===== config.mk =====
export PLATFORM = sky130hd
export DESIGN_NAME = cpu_datapath
export DESIGN_NICKNAME = d
export VERILOG_FILES = /design/src/hw/cpu_dp_pkg.sv /design/src/hw/uop_decoder.sv /design/src/hw/bus_routing.sv /design/src/hw/register_bank.sv /design/src/hw/program_counter.sv /design/src/hw/cpu_datapath.sv
export VERILOG_INCLUDE_DIRS = /design/src /design/src/hw
export SDC_FILE = /design/constraint.sdc
export NUM_CORES = 1
export LEC_CHECK = 0
export BUFFER_PORTS_ARGS = -buffer_cell sky130_fd_sc_hd__buf_2
export CAP_MARGIN = 20
export CORE_UTILIZATION = 59
export DETAILED_ROUTE_END_ITERATION = 7
export PLACE_DENSITY = 0.8
export REMOVE_ABC_BUFFERS = 1
export SLEW_MARGIN = 20
export SYNTH_ARGS = -nofsm -noshare
export SYNTH_HDL_FRONTEND = slang
export SYNTH_SLANG_ARGS = --single-unit

===== constraint.sdc =====
create_clock -name i_clk -period 3.8 [get_ports i_clk]
set_clock_uncertainty 0.2 [all_clocks]
set_input_delay 0.38 -clock i_clk [delete_from_list [all_inputs] [get_ports i_clk]]
set_output_delay 0.38 -clock i_clk [all_outputs]
set_load 0.02 [all_outputs]

===== src/hw/cpu_dp_macros.svh =====
`ifndef CPU_DP_MACROS_SVH
`define CPU_DP_MACROS_SVH

// Width of every internal bus and register
`define CPU_DP_DATA_W 8

// External address with ADH above ADL
`define CPU_DP_ADDR_W 16

// Undriven buses are precharged high
`define CPU_DP_IDLE_BUS {`CPU_DP_DATA_W{1'b1}}

`endif


===== src/hw/cpu_dp_pkg.sv =====
`default_nettype none

`include "cpu_dp_macros.svh"

package cpu_dp_pkg;

    // One bus or register value
    typedef logic [`CPU_DP_DATA_W-1:0] byte_t;

    // External address as {ADH, ADL}
    typedef logic [`CPU_DP_ADDR_W-1:0] addr_t;

    // Micro-op codes issued one per cycle
    typedef enum logic [3:0] {
        UOP_NOP       = 4'h0,
        // Data latch takes the input byte
        UOP_LATCH     = 4'h1,
        // DL over DB into the accumulator
        UOP_LDA       = 4'h2,
        // Transfers over SB
        UOP_TAX       = 4'h3,
        UOP_TAY       = 4'h4,
        UOP_TXA       = 4'h5,
        UOP_TYA       = 4'h6,
        UOP_TSX       = 4'h7,
        UOP_TXS       = 4'h8,
        // Jump halves from the data latch
        UOP_PCL_LOAD  = 4'h9,
        UOP_PCH_LOAD  = 4'ha,
        // PC out, read, then PC + 1
        UOP_FETCH     = 4'hb,
        // Accumulator written to page one at S
        UOP_PUSH_A    = 4'hc,
        // Vector reads with low address bits pulled down
        UOP_RESET_VEC = 4'hd,
        UOP_NMI_VEC   = 4'he,
        UOP_IRQ_VEC   = 4'hf
    } uop_e;

endpackage

`default_nettype wire


===== src/hw/uop_decoder.sv =====
`default_nettype none

module uop_decoder (
    input  logic              i_clk,
    input  logic              i_arst_n,
    input  logic              i_uop_valid,
    input  cpu_dp_pkg::uop_e  i_uop,
    // Bus source enables
    output logic              o_dl_db,
    output logic              o_dl_adl,
    output logic              o_dl_adh,
    output logic              o_pcl_adl,
    output logic              o_pcl_db,
    output logic              o_pch_adh,
    output logic              o_pch_db,
    output logic              o_x_sb,
    output logic              o_y_sb,
    output logic              o_ac_sb,
    output logic              o_ac_db,
    output logic              o_s_sb,
    output logic              o_s_adl,
    // Open-drain pull-downs
    output logic              o_zero_adl0,
    output logic              o_zero_adl1,
    output logic              o_zero_adl2,
    output logic              o_zero_adh0,
    output logic              o_zero_adh1_7,
    // Register strobes
    output logic              o_dl_load,
    output logic              o_x_load,
    output logic              o_y_load,
    output logic              o_s_load,
    output logic              o_ac_load_sb,
    output logic              o_ac_load_db,
    output logic              o_s_dec,
    // Program counter strobes
    output logic              o_pc_inc,
    output logic              o_pcl_load,
    output logic              o_pch_load,
    // Memory strobes
    output logic              o_rd,
    output logic              o_wr
);

    typedef struct packed {
        logic dl_db;
        logic dl_adl;
        logic dl_adh;
        logic pcl_adl;
        logic pcl_db;
        logic pch_adh;
        logic pch_db;
        logic x_sb;
        logic y_sb;
        logic ac_sb;
        logic ac_db;
        logic s_sb;
        logic s_adl;
        logic zero_adl0;
        logic zero_adl1;
        logic zero_adl2;
        logic zero_adh0;
        logic zero_adh1_7;
        logic dl_load;
        logic x_load;
        logic y_load;
        logic s_load;
        logic ac_load_sb;
        logic ac_load_db;
        logic s_dec;
        logic pc_inc;
        logic pcl_load;
        logic pch_load;
        logic rd;
        logic wr;
    } ctrl_t;

    ctrl_t ctrl_d;
    ctrl_t r_ctrl;

    // Decode the micro-op being accepted this cycle
    always_comb
    begin
        ctrl_d = '0;
        if (i_uop_valid)
        begin
            case (i_uop)
                cpu_dp_pkg::UOP_NOP:      ctrl_d = '0;
                cpu_dp_pkg::UOP_LATCH:    ctrl_d = '{dl_load: 1'b1, default: 1'b0};
                cpu_dp_pkg::UOP_LDA:
                    ctrl_d = '{dl_db: 1'b1, ac_load_db: 1'b1, default: 1'b0};
                cpu_dp_pkg::UOP_TAX:      ctrl_d = '{ac_sb: 1'b1, x_load: 1'b1, default: 1'b0};
                cpu_dp_pkg::UOP_TAY:      ctrl_d = '{ac_sb: 1'b1, y_load: 1'b1, default: 1'b0};
                cpu_dp_pkg::UOP_TXA:
                    ctrl_d = '{x_sb: 1'b1, ac_load_sb: 1'b1, default: 1'b0};
                cpu_dp_pkg::UOP_TYA:
                    ctrl_d = '{y_sb: 1'b1, ac_load_sb: 1'b1, default: 1'b0};
                cpu_dp_pkg::UOP_TSX:      ctrl_d = '{s_sb: 1'b1, x_load: 1'b1, default: 1'b0};
                cpu_dp_pkg::UOP_TXS:      ctrl_d = '{x_sb: 1'b1, s_load: 1'b1, default: 1'b0};
                cpu_dp_pkg::UOP_PCL_LOAD:
                    ctrl_d = '{dl_adl: 1'b1, pcl_load: 1'b1, default: 1'b0};
                cpu_dp_pkg::UOP_PCH_LOAD:
                    ctrl_d = '{dl_adh: 1'b1, pch_load: 1'b1, default: 1'b0};
                cpu_dp_pkg::UOP_FETCH:
                    ctrl_d = '{pcl_adl: 1'b1, pch_adh: 1'b1, rd: 1'b1, pc_inc: 1'b1,
                               default: 1'b0};
                // Stack lives in page one, so ADH reads 0x01
                cpu_dp_pkg::UOP_PUSH_A:
                    ctrl_d = '{s_adl: 1'b1, zero_adh1_7: 1'b1, ac_db: 1'b1, wr: 1'b1,
                               s_dec: 1'b1, default: 1'b0};
                // 0xFFFC
                cpu_dp_pkg::UOP_RESET_VEC:
                    ctrl_d = '{zero_adl0: 1'b1, zero_adl1: 1'b1, rd: 1'b1, default: 1'b0};
                // 0xFFFA
                cpu_dp_pkg::UOP_NMI_VEC:
                    ctrl_d = '{zero_adl0: 1'b1, zero_adl2: 1'b1, rd: 1'b1, default: 1'b0};
                // 0xFFFE
                cpu_dp_pkg::UOP_IRQ_VEC:
                    ctrl_d = '{zero_adl0: 1'b1, rd: 1'b1, default: 1'b0};
                default:                  ctrl_d = '0;
            endcase
        end
    end

    // Held for exactly the execute cycle
    always_ff @(posedge i_clk or negedge i_arst_n)
    begin
        if (!i_arst_n)
            r_ctrl <= '0;
        else
            r_ctrl <= ctrl_d;
    end

    // Same order as the fields of ctrl_t
    assign {o_dl_db, o_dl_adl, o_dl_adh, o_pcl_adl, o_pcl_db, o_pch_adh, o_pch_db,
            o_x_sb, o_y_sb, o_ac_sb, o_ac_db, o_s_sb, o_s_adl,
            o_zero_adl0, o_zero_adl1, o_zero_adl2, o_zero_adh0, o_zero_adh1_7,
            o_dl_load, o_x_load, o_y_load, o_s_load, o_ac_load_sb, o_ac_load_db, o_s_dec,
            o_pc_inc, o_pcl_load, o_pch_load, o_rd, o_wr} = r_ctrl;

endmodule

`default_nettype wire


===== src/hw/bus_routing.sv =====
`default_nettype none

`include "cpu_dp_macros.svh"

module bus_routing (
    input  logic              i_clk,
    input  logic              i_arst_n,
    // Data latch
    input  cpu_dp_pkg::byte_t i_dl,
    input  logic              i_dl_db,
    input  logic              i_dl_adl,
    input  logic              i_dl_adh,
    // Program counter halves
    input  cpu_dp_pkg::byte_t i_pcl,
    input  logic              i_pcl_adl,
    input  logic              i_pcl_db,
    input  cpu_dp_pkg::byte_t i_pch,
    input  logic              i_pch_adh,
    input  logic              i_pch_db,
    // Index registers
    input  cpu_dp_pkg::byte_t i_x,
    input  logic              i_x_sb,
    input  cpu_dp_pkg::byte_t i_y,
    input  logic              i_y_sb,
    // Accumulator
    input  cpu_dp_pkg::byte_t i_ac,
    input  logic              i_ac_sb,
    input  logic              i_ac_db,
    // Stack pointer
    input  cpu_dp_pkg::byte_t i_s,
    input  logic              i_s_sb,
    input  logic              i_s_adl,
    // Open-drain pull-downs
    input  logic              i_zero_adl0,
    input  logic              i_zero_adl1,
    input  logic              i_zero_adl2,
    input  logic              i_zero_adh0,
    input  logic              i_zero_adh1_7,
    // Resolved buses
    output cpu_dp_pkg::byte_t o_bus_db,
    output cpu_dp_pkg::byte_t o_bus_sb,
    output cpu_dp_pkg::byte_t o_bus_adl,
    output cpu_dp_pkg::byte_t o_bus_adh
);

    // On DB the later source in this list wins
    always_comb
    begin
        o_bus_db = `CPU_DP_IDLE_BUS;
        if (i_dl_db)
            o_bus_db = i_dl;
        if (i_pcl_db)
            o_bus_db = i_pcl;
        if (i_pch_db)
            o_bus_db = i_pch;
        if (i_ac_db)
            o_bus_db = i_ac;
    end

    // SB
    always_comb
    begin
        o_bus_sb = `CPU_DP_IDLE_BUS;
        if (i_x_sb)
            o_bus_sb = i_x;
        if (i_y_sb)
            o_bus_sb = i_y;
        if (i_ac_sb)
            o_bus_sb = i_ac;
        if (i_s_sb)
            o_bus_sb = i_s;
    end

    // ADL pull-downs act after the sources
    always_comb
    begin
        o_bus_adl = `CPU_DP_IDLE_BUS;
        if (i_dl_adl)
            o_bus_adl = i_dl;
        if (i_pcl_adl)
            o_bus_adl = i_pcl;
        if (i_s_adl)
            o_bus_adl = i_s;
        if (i_zero_adl0)
            o_bus_adl[0] = 1'b0;
        if (i_zero_adl1)
            o_bus_adl[1] = 1'b0;
        if (i_zero_adl2)
            o_bus_adl[2] = 1'b0;
    end

    // Upper seven ADH bits share one pull-down
    always_comb
    begin
        o_bus_adh = `CPU_DP_IDLE_BUS;
        if (i_dl_adh)
            o_bus_adh = i_dl;
        if (i_pch_adh)
            o_bus_adh = i_pch;
        if (i_zero_adh0)
            o_bus_adh[0] = 1'b0;
        if (i_zero_adh1_7)
            o_bus_adh[`CPU_DP_DATA_W-1:1] = '0;
    end

endmodule

`default_nettype wire


===== src/hw/register_bank.sv =====
`default_nettype none

module register_bank (
    input  logic              i_clk,
    input  logic              i_arst_n,
    // Byte from memory and the two data buses
    input  cpu_dp_pkg::byte_t i_data,
    input  cpu_dp_pkg::byte_t i_bus_db,
    input  cpu_dp_pkg::byte_t i_bus_sb,
    // Load strobes
    input  logic              i_dl_load,
    input  logic              i_x_load,
    input  logic              i_y_load,
    input  logic              i_s_load,
    input  logic              i_ac_load_sb,
    input  logic              i_ac_load_db,
    input  logic              i_s_dec,
    // Register values
    output cpu_dp_pkg::byte_t o_dl,
    output cpu_dp_pkg::byte_t o_x,
    output cpu_dp_pkg::byte_t o_y,
    output cpu_dp_pkg::byte_t o_ac,
    output cpu_dp_pkg::byte_t o_s
);

    always_ff @(posedge i_clk or negedge i_arst_n)
    begin
        if (!i_arst_n)
        begin
            o_dl <= '0;
            o_x  <= '0;
            o_y  <= '0;
            o_ac <= '0;
            // Stack starts at the top of page one
            o_s  <= '1;
        end
        else
        begin
            if (i_dl_load)
                o_dl <= i_data;
            if (i_x_load)
                o_x <= i_bus_sb;
            if (i_y_load)
                o_y <= i_bus_sb;

            // Only one accumulator source per micro-op
            if (i_ac_load_sb)
                o_ac <= i_bus_sb;
            else if (i_ac_load_db)
                o_ac <= i_bus_db;

            // Post-decrement after a push wraps at zero
            if (i_s_load)
                o_s <= i_bus_sb;
            else if (i_s_dec)
                o_s <= o_s - 1'b1;
        end
    end

endmodule

`default_nettype wire


===== src/hw/program_counter.sv =====
`default_nettype none

module program_counter (
    input  logic              i_clk,
    input  logic              i_arst_n,
    input  cpu_dp_pkg::byte_t i_bus_adl,
    input  cpu_dp_pkg::byte_t i_bus_adh,
    input  logic              i_pcl_load,
    input  logic              i_pch_load,
    input  logic              i_pc_inc,
    output cpu_dp_pkg::byte_t o_pcl,
    output cpu_dp_pkg::byte_t o_pch
);

    cpu_dp_pkg::addr_t pc_next;

    // Full 16-bit increment so the carry ripples into PCH
    assign pc_next = {o_pch, o_pcl} + 1'b1;

    always_ff @(posedge i_clk or negedge i_arst_n)
    begin
        if (!i_arst_n)
        begin
            o_pcl <= '0;
            o_pch <= '0;
        end
        else if (i_pc_inc)
        begin
            {o_pch, o_pcl} <= pc_next;
        end
        else
        begin
            // Jump target arrives one half at a time
            if (i_pcl_load)
                o_pcl <= i_bus_adl;
            if (i_pch_load)
                o_pch <= i_bus_adh;
        end
    end

endmodule

`default_nettype wire


===== src/hw/cpu_datapath.sv =====
`default_nettype none

module cpu_datapath (
    input  logic              i_clk,
    input  logic              i_arst_n,
    input  logic              i_uop_valid,
    input  cpu_dp_pkg::uop_e  i_uop,
    input  cpu_dp_pkg::byte_t i_data,
    output cpu_dp_pkg::addr_t o_addr,
    output cpu_dp_pkg::byte_t o_data,
    output logic              o_rd,
    output logic              o_wr
);

    // Bus source enables
    logic dl_db, dl_adl, dl_adh;
    logic pcl_adl, pcl_db, pch_adh, pch_db;
    logic x_sb, y_sb, ac_sb, ac_db, s_sb, s_adl;

    // Open-drain pull-downs
    logic zero_adl0, zero_adl1, zero_adl2, zero_adh0, zero_adh1_7;

    // Register and PC strobes
    logic dl_load, x_load, y_load, s_load, ac_load_sb, ac_load_db, s_dec;
    logic pc_inc, pcl_load, pch_load;

    // Buses and register values
    cpu_dp_pkg::byte_t bus_db, bus_sb, bus_adl, bus_adh;
    cpu_dp_pkg::byte_t dl, x, y, ac, s, pcl, pch;

    uop_decoder uop_decoder_inst (
        .i_clk(i_clk), .i_arst_n(i_arst_n),
        .i_uop_valid(i_uop_valid), .i_uop(i_uop),
        .o_dl_db(dl_db), .o_dl_adl(dl_adl), .o_dl_adh(dl_adh),
        .o_pcl_adl(pcl_adl), .o_pcl_db(pcl_db), .o_pch_adh(pch_adh), .o_pch_db(pch_db),
        .o_x_sb(x_sb), .o_y_sb(y_sb), .o_ac_sb(ac_sb), .o_ac_db(ac_db),
        .o_s_sb(s_sb), .o_s_adl(s_adl),
        .o_zero_adl0(zero_adl0), .o_zero_adl1(zero_adl1), .o_zero_adl2(zero_adl2),
        .o_zero_adh0(zero_adh0), .o_zero_adh1_7(zero_adh1_7),
        .o_dl_load(dl_load), .o_x_load(x_load), .o_y_load(y_load), .o_s_load(s_load),
        .o_ac_load_sb(ac_load_sb), .o_ac_load_db(ac_load_db), .o_s_dec(s_dec),
        .o_pc_inc(pc_inc), .o_pcl_load(pcl_load), .o_pch_load(pch_load),
        .o_rd(o_rd), .o_wr(o_wr)
    );

    bus_routing bus_routing_inst (
        .i_clk(i_clk), .i_arst_n(i_arst_n),
        .i_dl(dl), .i_dl_db(dl_db), .i_dl_adl(dl_adl), .i_dl_adh(dl_adh),
        .i_pcl(pcl), .i_pcl_adl(pcl_adl), .i_pcl_db(pcl_db),
        .i_pch(pch), .i_pch_adh(pch_adh), .i_pch_db(pch_db),
        .i_x(x), .i_x_sb(x_sb), .i_y(y), .i_y_sb(y_sb),
        .i_ac(ac), .i_ac_sb(ac_sb), .i_ac_db(ac_db),
        .i_s(s), .i_s_sb(s_sb), .i_s_adl(s_adl),
        .i_zero_adl0(zero_adl0), .i_zero_adl1(zero_adl1), .i_zero_adl2(zero_adl2),
        .i_zero_adh0(zero_adh0), .i_zero_adh1_7(zero_adh1_7),
        .o_bus_db(bus_db), .o_bus_sb(bus_sb), .o_bus_adl(bus_adl), .o_bus_adh(bus_adh)
    );

    register_bank register_bank_inst (
        .i_clk(i_clk), .i_arst_n(i_arst_n),
        .i_data(i_data), .i_bus_db(bus_db), .i_bus_sb(bus_sb),
        .i_dl_load(dl_load), .i_x_load(x_load), .i_y_load(y_load), .i_s_load(s_load),
        .i_ac_load_sb(ac_load_sb), .i_ac_load_db(ac_load_db), .i_s_dec(s_dec),
        .o_dl(dl), .o_x(x), .o_y(y), .o_ac(ac), .o_s(s)
    );

    program_counter program_counter_inst (
        .i_clk(i_clk), .i_arst_n(i_arst_n),
        .i_bus_adl(bus_adl), .i_bus_adh(bus_adh),
        .i_pcl_load(pcl_load), .i_pch_load(pch_load), .i_pc_inc(pc_inc),
        .o_pcl(pcl), .o_pch(pch)
    );

    // Address pins follow the two address buses
    assign o_addr = {bus_adh, bus_adl};
    assign o_data = bus_db;

endmodule

`default_nettype wire


# Yosys cells after proc, flatten, opt, wreduce, memory -nomap -nowiden
# Memories as Yosys holds them, arrays and structs flattened.
# Cells that the tools add are included.
word_totals:
  ff_bits: 86
  romBits: 432
  input_bits: 15
  out_inout_bits: 26
  elab_cells: 71
  memories: 1
classes:
  n_addsub: 2
  mux: 27
  n_reduce_logical: 4
memory_table:
  columns: ["name", "words", "width", "rd", "rd_ports_with_merged_regs", "wr", "line", "text"]
  rows:
  - ["(name not given)", 16, 27, 1, 0, 0, "uop_decoder.sv:87", "case (i_uop)"]
op_table:
  columns: ["operator", "n"]
  rows:
  - ["two-way mux 8 bit", 21]
  - ["two-way mux 30 bit", 1]
  - ["adder 16 x 1 -> 16 bit, second input constant", 1]
  - ["nonzero test 2 bit", 4]
  - ["subtractor 8 x 1 -> 8 bit, second input constant", 1]
  - ["two-way mux 7 bit", 1]
  - ["two-way mux 1 bit", 4]

# Depth between registers and ports, before layout
# Gate-level depths: netlist (run 1).
logic_depth:
  ltp_word: 6
  mapped_depth: 7
  ltp_nobuf: 6

# Hierarchy
# A second synthesis (run 1) with hierarchy kept.
hier_totals:
  hier_cells: 445
  area_unflattened_um2: 4312.9
by_module_without_submodules:
  columns: ["module", "instances", "cells_per_inst", "area_per_inst_um2", "seq_area_each_um2"]
  rows:
  - ["register_bank", 1, 131, 1670.4, 1011.0]
  - ["program_counter", 1, 111, 1006.0, 400.4]
  - ["bus_routing", 1, 137, 843.3, 0.0]
  - ["uop_decoder", 1, 66, 793.3, 450.4]

# Least setup slack after synthesis (run 1)
# No wires, ideal clock.
synth_timing:
  path_type: "flip-flop to output port"
  from: "reg, netlist name uop_decoder_inst.o_pc_inc"
  to: "out o_addr[13]"
  t_arrival_ns: 1.520
  t_required_ns: 3.220
  slack_ns: 1.700
  path_stages_with_launch: 5
  cell_sequence: "dfrtp_1 buf_2 buf_2 buf_2 a221oi_1"
synth_lines:
  columns: ["element", "line", "text"]
  rows:
  - ["to (decl)", "cpu_datapath.sv:9", "output cpu_dp_pkg::addr_t o_addr,"]

==> impl_metrics.csv, run 1 <==
group,metric,value,unit
yosys,ys_ff_latch,74,
setup_path,cp.required,3220,ps
setup_path,reg2reg_setup_slack,1640,ps
clock_network,cts_root_buf,"clkbuf_8",
yosys,ys_warn_count,0,
yosys,synth_area,4140,um^2
sta,finalSetupViolCount,0,
sta,finalHoldViolations,0,
grt,grt_use_total,27.4,%
final_layout,antenna_cells,0,
clock_network,clkSinkCount,74,
yosys,netlist-cell-type-count,51,
pwr,seqPwrFrac,51.1,%
clock_network,post_cts.repair.setup_buffers,0,
routing,ant_nets,0,
sta,setup_tns,0,ps
final_layout,nets,487,
grt,grt_first_pass_wirelength,15400,um
sta,fin_crit_sh,70.6,%
sta,fmax,373,MHz
routing,wl_per_cell,16.7,um
floorplan,die_x,85.8,um
sta,tightest_slew,909,ps
sta,slew_headroom,39.4,%
floorplan,row_count,30,
yosys,ys.flop_type,"dfrtp_1",
place,dpl-instance-area,4370,um^2
setup_path,worstPathMaxFanout,27,
routing,dr.pass1.iters,5,
grt,grt_pass1_vias,3119,
yosys,yosysTopAreaCell,"dfrtp_1",
grt,grt_max_degree,75,
yosys,syn_inst,438,
floorplan,start_util,60.9,%
yosys,synth_top_area_share,39.9,%
final_layout,drive_above_1_share,19.4,%
clock_network,h-tree-depth,3,
clock_network,cts_tree,"built",
clock_network,cts_hold_buf,0,
place,place_ws,1560,ps
floorplan,ios,41,
sta,setup_ws,1120,ps
clock_network,cts_buffers,9,
outcome,status,"finished clean",
yosys,async_reset_ff_share,100,%
yosys,synth_seq_area_share,45.0,%
sta,finalMaxSlewViolations,0,
min_path,min_path_type,"in -> async",
final_layout,postLayoutCellArea,4590,um^2
yosys,synth_enable_flop_cells,0,
routing,vias,3396,
routing,finalWirelength,9450,um
clock_network,clkTransAtPathRegs,80,ps
clock_network,clockBufferDepth,2,
floorplan,core,6790,um^2
setup_path,path_class,"reg -> out",
place,place_congestion,0.890,
pwr,p_per_area,514,nW/um^2
clock_network,clk_latency,340,ps
pwr,p_comb_share,20.5,%
sta,min_period,2680,ps
pwr,ir_drop,0.307,mV
place,io_buffer_count,40,
grt,antenna_found_initial,0,
final_layout,area_growth,10.8,%
grt,overflow,0,
setup_path,cp-start-kind,"flip-flop",
sta,rsz0062_at_grt,"false",
yosys,syn_area_per_cell,9.45,um^2
floorplan,fp.dieH,85.8,um
setup_path,reg2regPathDepth,5,
setup_path,endpoint_kind,"primary output",
routing,drc,0,
floorplan,die_area,7360,um^2
final_layout,fill_cells,576,
setup_path,reg2reg_to,"program_counter_inst.o_pcl[3]$_DFFE_PN0P_",
setup_path,regToRegStartpoint,"uop_decoder_inst.o_pc_inc$_DFF_PN0_",
clock_network,cts_resized,0,
pwr,p_int,1.58,mW
place,dp_hpwl,6470,um
run,maxCapViolCount,0,
pwr,total_leakage_power,1.96,nW
pwr,clockPowerShare,28.4,%
pwr,switching_share,32.9,%
yosys,netlist_top_cells_area,"dfrtp_1, dfstp_2, mux2i_1",
routing,dr.first_iter.drc_count,213,
setup_path,worstPathArrival,2100,ps
routing,routed_via_density,6.00,
pwr,netSwitchingPower,0.774,mW
==> synthesized netlist by cell type, types with 3 or more instances <==
cell type / count
dfrtp_1: 66
nor2_1: 47
nand2_1: 42
inv_1: 32
a21oi_1: 28
mux2i_1: 20
a221oi_1: 14
nor2b_1: 14
buf_2: 13
clkbuf_1: 12
mux2_2: 10
o22ai_1: 10
xnor2_1: 9
a211oi_1: 8
dfstp_2: 8
o21ai_0: 8
a2bb2oi_1: 7
ha_1: 7
nand2b_1: 7
nor3_1: 7
xor2_1: 6
nor3b_1: 5
a311oi_1: 4
nand3_1: 4
nand4_1: 4
a221o_1: 3
and2_1: 3
buf_1: 3
nand3b_1: 3
nor4_2: 3
o21a_1: 3
o221a_2: 3
==> cell usage in the layout, fill, tap and decap left out, types with 7 or more instances in the layout <==
cell and count:
nor2b_1 14, ha_1 7, nand2_1 42, dfrtp_1 66, nor2_1 47, buf_2 40, xnor2_1 9, a221oi_1 14
a2bb2oi_1 7, o22ai_1 10, mux2i_1 20, a211oi_1 8, inv_1 32, o21ai_0 8, a21oi_1 28, mux2_2 10
dfstp_2 8, nand2b_1 7, clkbuf_8 9, nor3_1 7
==> registers in the layout, summed over array words and instances, names as in the netlist, 8 cells and up <==
signal / flops
register_bank_inst.o_ac: 8
register_bank_inst.o_y: 8
register_bank_inst.o_x: 8
register_bank_inst.o_s: 8
program_counter_inst.o_pcl: 8
program_counter_inst.o_pch: 8
register_bank_inst.o_dl: 8
==> kinds of logic (layout without fill, tap and decap cells) <==
kind of cell	Yosys count	count (layout)	synth area share, %
fa+ha+maj	7	7	2.12
compound gates	103	103	17.8
xor+xnor	15	15	3.17
flops	74	74	45.0
buf+inv	61	93	5.92
simple gates	148	148	18.5
mux	30	30	7.56
==> stage by stage <==
step,total power [mW],std cells,utilization (%),hold WS (ps)
3_3_place_gp,1.66,550,64.3,292
3_5_place_dp,1.69,550,64.3,302
6_report,2.36,566,67.5,32.9
2_1_floorplan,1.52,410,-,-116
5_1_grt,2.49,566,67.5,61.1
4_1_cts,2.36,566,67.5,57.9
==> how the worst max path moves through the flow <==
| stage | start | endpoint | depth (start not counted) |
|---|---|---|---|
| floorplan | uop_decoder_inst.o_pc_inc$_DFF_PN0_ | o_addr[7] | 4 |
| global placement | uop_decoder_inst.o_ac_db$_DFF_PN0_ | o_addr[2] | 4 |
| detailed placement | uop_decoder_inst.o_pc_inc$_DFF_PN0_ | o_addr[9] | 4 |
| CTS | uop_decoder_inst.o_pc_inc$_DFF_PN0_ | o_addr[3] | 6 |
| global route | uop_decoder_inst.o_pc_inc$_DFF_PN0_ | o_addr[14] | 5 |
| finish | uop_decoder_inst.o_pc_inc$_DFF_PN0_ | o_addr[3] | 6 |
==> power groups by stage <==
stage	Sequential [mW]	Combinational [mW]	Clock (mW)
after floorplan	1.14	0.379	0
after global placement	1.20	0.459	0
after detailed placement	1.21	0.481	0
after CTS	1.20	0.487	0.675
after global routing	1.23	0.546	0.709
final	1.20	0.484	0.668
==> critical path, stage by stage, from the launching register on <==
cell and delay [ps]:
dfrtp_1 600, buf_4 370, nor2_1 100, a221oi_1 350
a21oi_1 120, inv_1 70, buf_2 150
==> layout make-up <==
class	count	area, um^2	share of cell area (%)
Clock buffer	9	124	2.70
Multi-Input combinational cell	303	2030	44.3
Inverter	33	124	2.70
Tap cell	96	120	2.62
Sequential cell	74	1860	40.6
Clock inverter	7	93.8	2.05
Timing Repair Buffer	44	230	5.02
==> routing by layer <==
| layer | routed length [um] | track usage (%) | part of all wire, % |
|---|---|---|---|
| met1 | 4180 | 36.6 | 44 |
| met2 | 4640 | 45.2 | 49 |
| met3 | 458 | 3.75 | 4.8 |
| met4 | 175 | 11.4 | 1.9 |
| met5 | 0 | 0 | 0 |
Power figures use the tool's default switching activity.
==> run 2, diff against run 1 <==
clock period = 2.5 ns   (was 3.8 ns; I/O delays follow)
==> impl_metrics.csv, run 2 (same netlist as run 1, synthesis figures left out) <==
group,metric,value,unit
routing,ant_nets,0,
routing,finalWirelength,9720,um
outcome,status,"finished clean",
clock_network,clockBufferDepth,2,
setup_path,cp.required,2050,ps
sta,fmax,443,MHz
setup_path,worstPathArrival,1800,ps
final_layout,drive_above_1_share,19.3,%
grt,grt_first_pass_wirelength,16000,um
floorplan,die_area,7360,um^2
grt,grt_use_total,28.3,%
sta,finalMaxSlewViolations,0,
setup_path,crit_chain,"nor3b_1 -> o31ai_1 -> nor2b_1 -> buf_2",
floorplan,row_count,30,
place,io_buffer_count,40,
sta,setup_tns,0,ps
grt,antenna_found_initial,0,
sta,fin_crit_sh,90.2,%
setup_path,crit_path_max_incr_delay,540,ps
setup_path,path_class,"reg -> out",
clock_network,cts_resized,0,
final_layout,fill_cells,519,
clock_network,clk_latency,350,ps
final_layout,nets,503,
floorplan,fp.dieH,85.8,um
clock_network,clkTransAtPathRegs,70,ps
floorplan,ios,41,
final_layout,multiInputGateArea,2030,um^2
sta,tightest_slew,537,ps
routing,route.met2.wl,4770,um
grt,grt_max_degree,36,
final_layout,area_growth,14.2,%
routing,routed_via_density,5.92,
routing,wl_met1,4330,um
routing,wl_per_cell,16.7,um
floorplan,core,6790,um^2
final_layout,mostFrequentLayoutCells,"dfrtp_1, nor2_1, nand2_1",
sta,slew_headroom,64.2,%
clock_network,clkSinkCount,74,
place,dp_hpwl,6900,um
pwr,p_per_area,748,nW/um^2
setup_path,cp-start-kind,"flip-flop",
pwr,design_power_total,3.53,mW
final_layout,antenna_cells,0,
setup_path,regToRegStartpoint,"program_counter_inst.o_pcl[0]$_DFFE_PN0P_",
setup_path,endpoint,"o_addr[2]",
routing,dr.first_iter.drc_count,226,
final_layout,mostFrequentLayoutCell,"dfrtp_1",
run,maxCapViolCount,0,
sta,finalHoldViolations,0,
setup_path,reg2regPathDepth,5,
clock_network,cts_root_buf,"clkbuf_8",
clock_network,h-tree-depth,3,
routing,drc,0,
routing,dr_wl_met3,455,um
setup_path,cp_slowest_cell,"dfrtp_1",
grt,overflow,0,
clock_network,cts_tree,"built",
grt,grt_pass1_vias,3380,
pwr,ir_drop,0.408,mV
place,place_congestion,0.945,
routing,vias,3444,
sta,finalSetupViolCount,0,
routing,top_layer,"met4",
floorplan,die_x,85.8,um
min_path,min_path_type,"in -> reg",
setup_path,worstPathMaxFanout,14,
setup_path,worstSetupStartpoint,"uop_decoder_inst.o_dl_adl$_DFF_PN0_",
setup_path,endpoint_kind,"primary output",
pwr,total_leakage_power,2.04,nW
clock_network,cts_buffers,9,
clock_network,post_cts.repair.setup_buffers,0,
sta,min_period,2250,ps
sta,whs,17.3,ps
floorplan,start_util,60.9,%
setup_path,reg2reg_setup_slack,610,ps
setup_path,reg2reg_to,"program_counter_inst.o_pch[6]$_DFFE_PN0P_",
final_layout,register_area,1860,um^2
sta,rsz0062_at_grt,"false",
clock_network,cts_hold_buf,11,
routing,dr.pass1.iters,7,
final_layout,fin_util,69.6,%
[run 2: stage by stage]
step	instances	setup slack (ps)	area, um^2
6_report	582	245	4730
5_1_grt	582	142	4730
4_1_cts	582	270	4730
3_5_place_dp	555	663	4420
3_3_place_gp	555	728	4420
2_1_floorplan	410	208	4020
[run 2: final cells by class]
class | count | area share [%]
clock inverters | 3 | 0.847
flip-flops and latches | 74 | 39.4
well taps | 96 | 2.54
repair buffers | 60 | 8.26
inverters | 33 | 2.62
multi-input cells | 303 | 43.0
clock buffers | 13 | 3.36
[run 2: how the worst min path moves through the flow]
| stage | from | end | slack (ps) | depth (start not counted) |
|---|---|---|---|---|
| floorplan | i_arst_n | program_counter_inst.o_pch[0]$_DFFE_PN0P_ | -250 | 0 |
| global placement | i_arst_n | register_bank_inst.o_dl[4]$_DFFE_PN0P_ | 50 | 1 |
| detailed placement | i_arst_n | register_bank_inst.o_dl[4]$_DFFE_PN0P_ | 60 | 1 |
| CTS | i_uop_valid | uop_decoder_inst.o_x_sb$_DFF_PN0_ | 1 | 2 |
| global route | i_uop_valid | uop_decoder_inst.o_x_sb$_DFF_PN0_ | 8 | 2 |
| finish | i_uop_valid | uop_decoder_inst.o_x_sb$_DFF_PN0_ | 20 | 2 |
[run 2: worst max-delay path, delay by kind of cell, from the launching register on]
| kind | cells | cell delay (ps) |
|---|---|---|
| AND/OR/NAND/NOR | 2 | 410 |
| buffers and inverters | 1 | 170 |
| AO/OA/AOI/OAI | 1 | 330 |
| flip-flops | 1 | 540 |
[run 2: metal layers]
metal | up-vias | GRT usage (%)
met4 | 0 | 11.1
met1 | 1671 | 38.2
met2 | 125 | 45.6
met5 | - | 0
met3 | 19 | 5.10
li1 | 1629 | -
[run 2: where the power goes]
part	internal, mW	total, mW	switching [mW]
combinational	0.366	0.767	0.401
sequential	1.50	1.83	0.332
clock	0.513	0.939	0.426
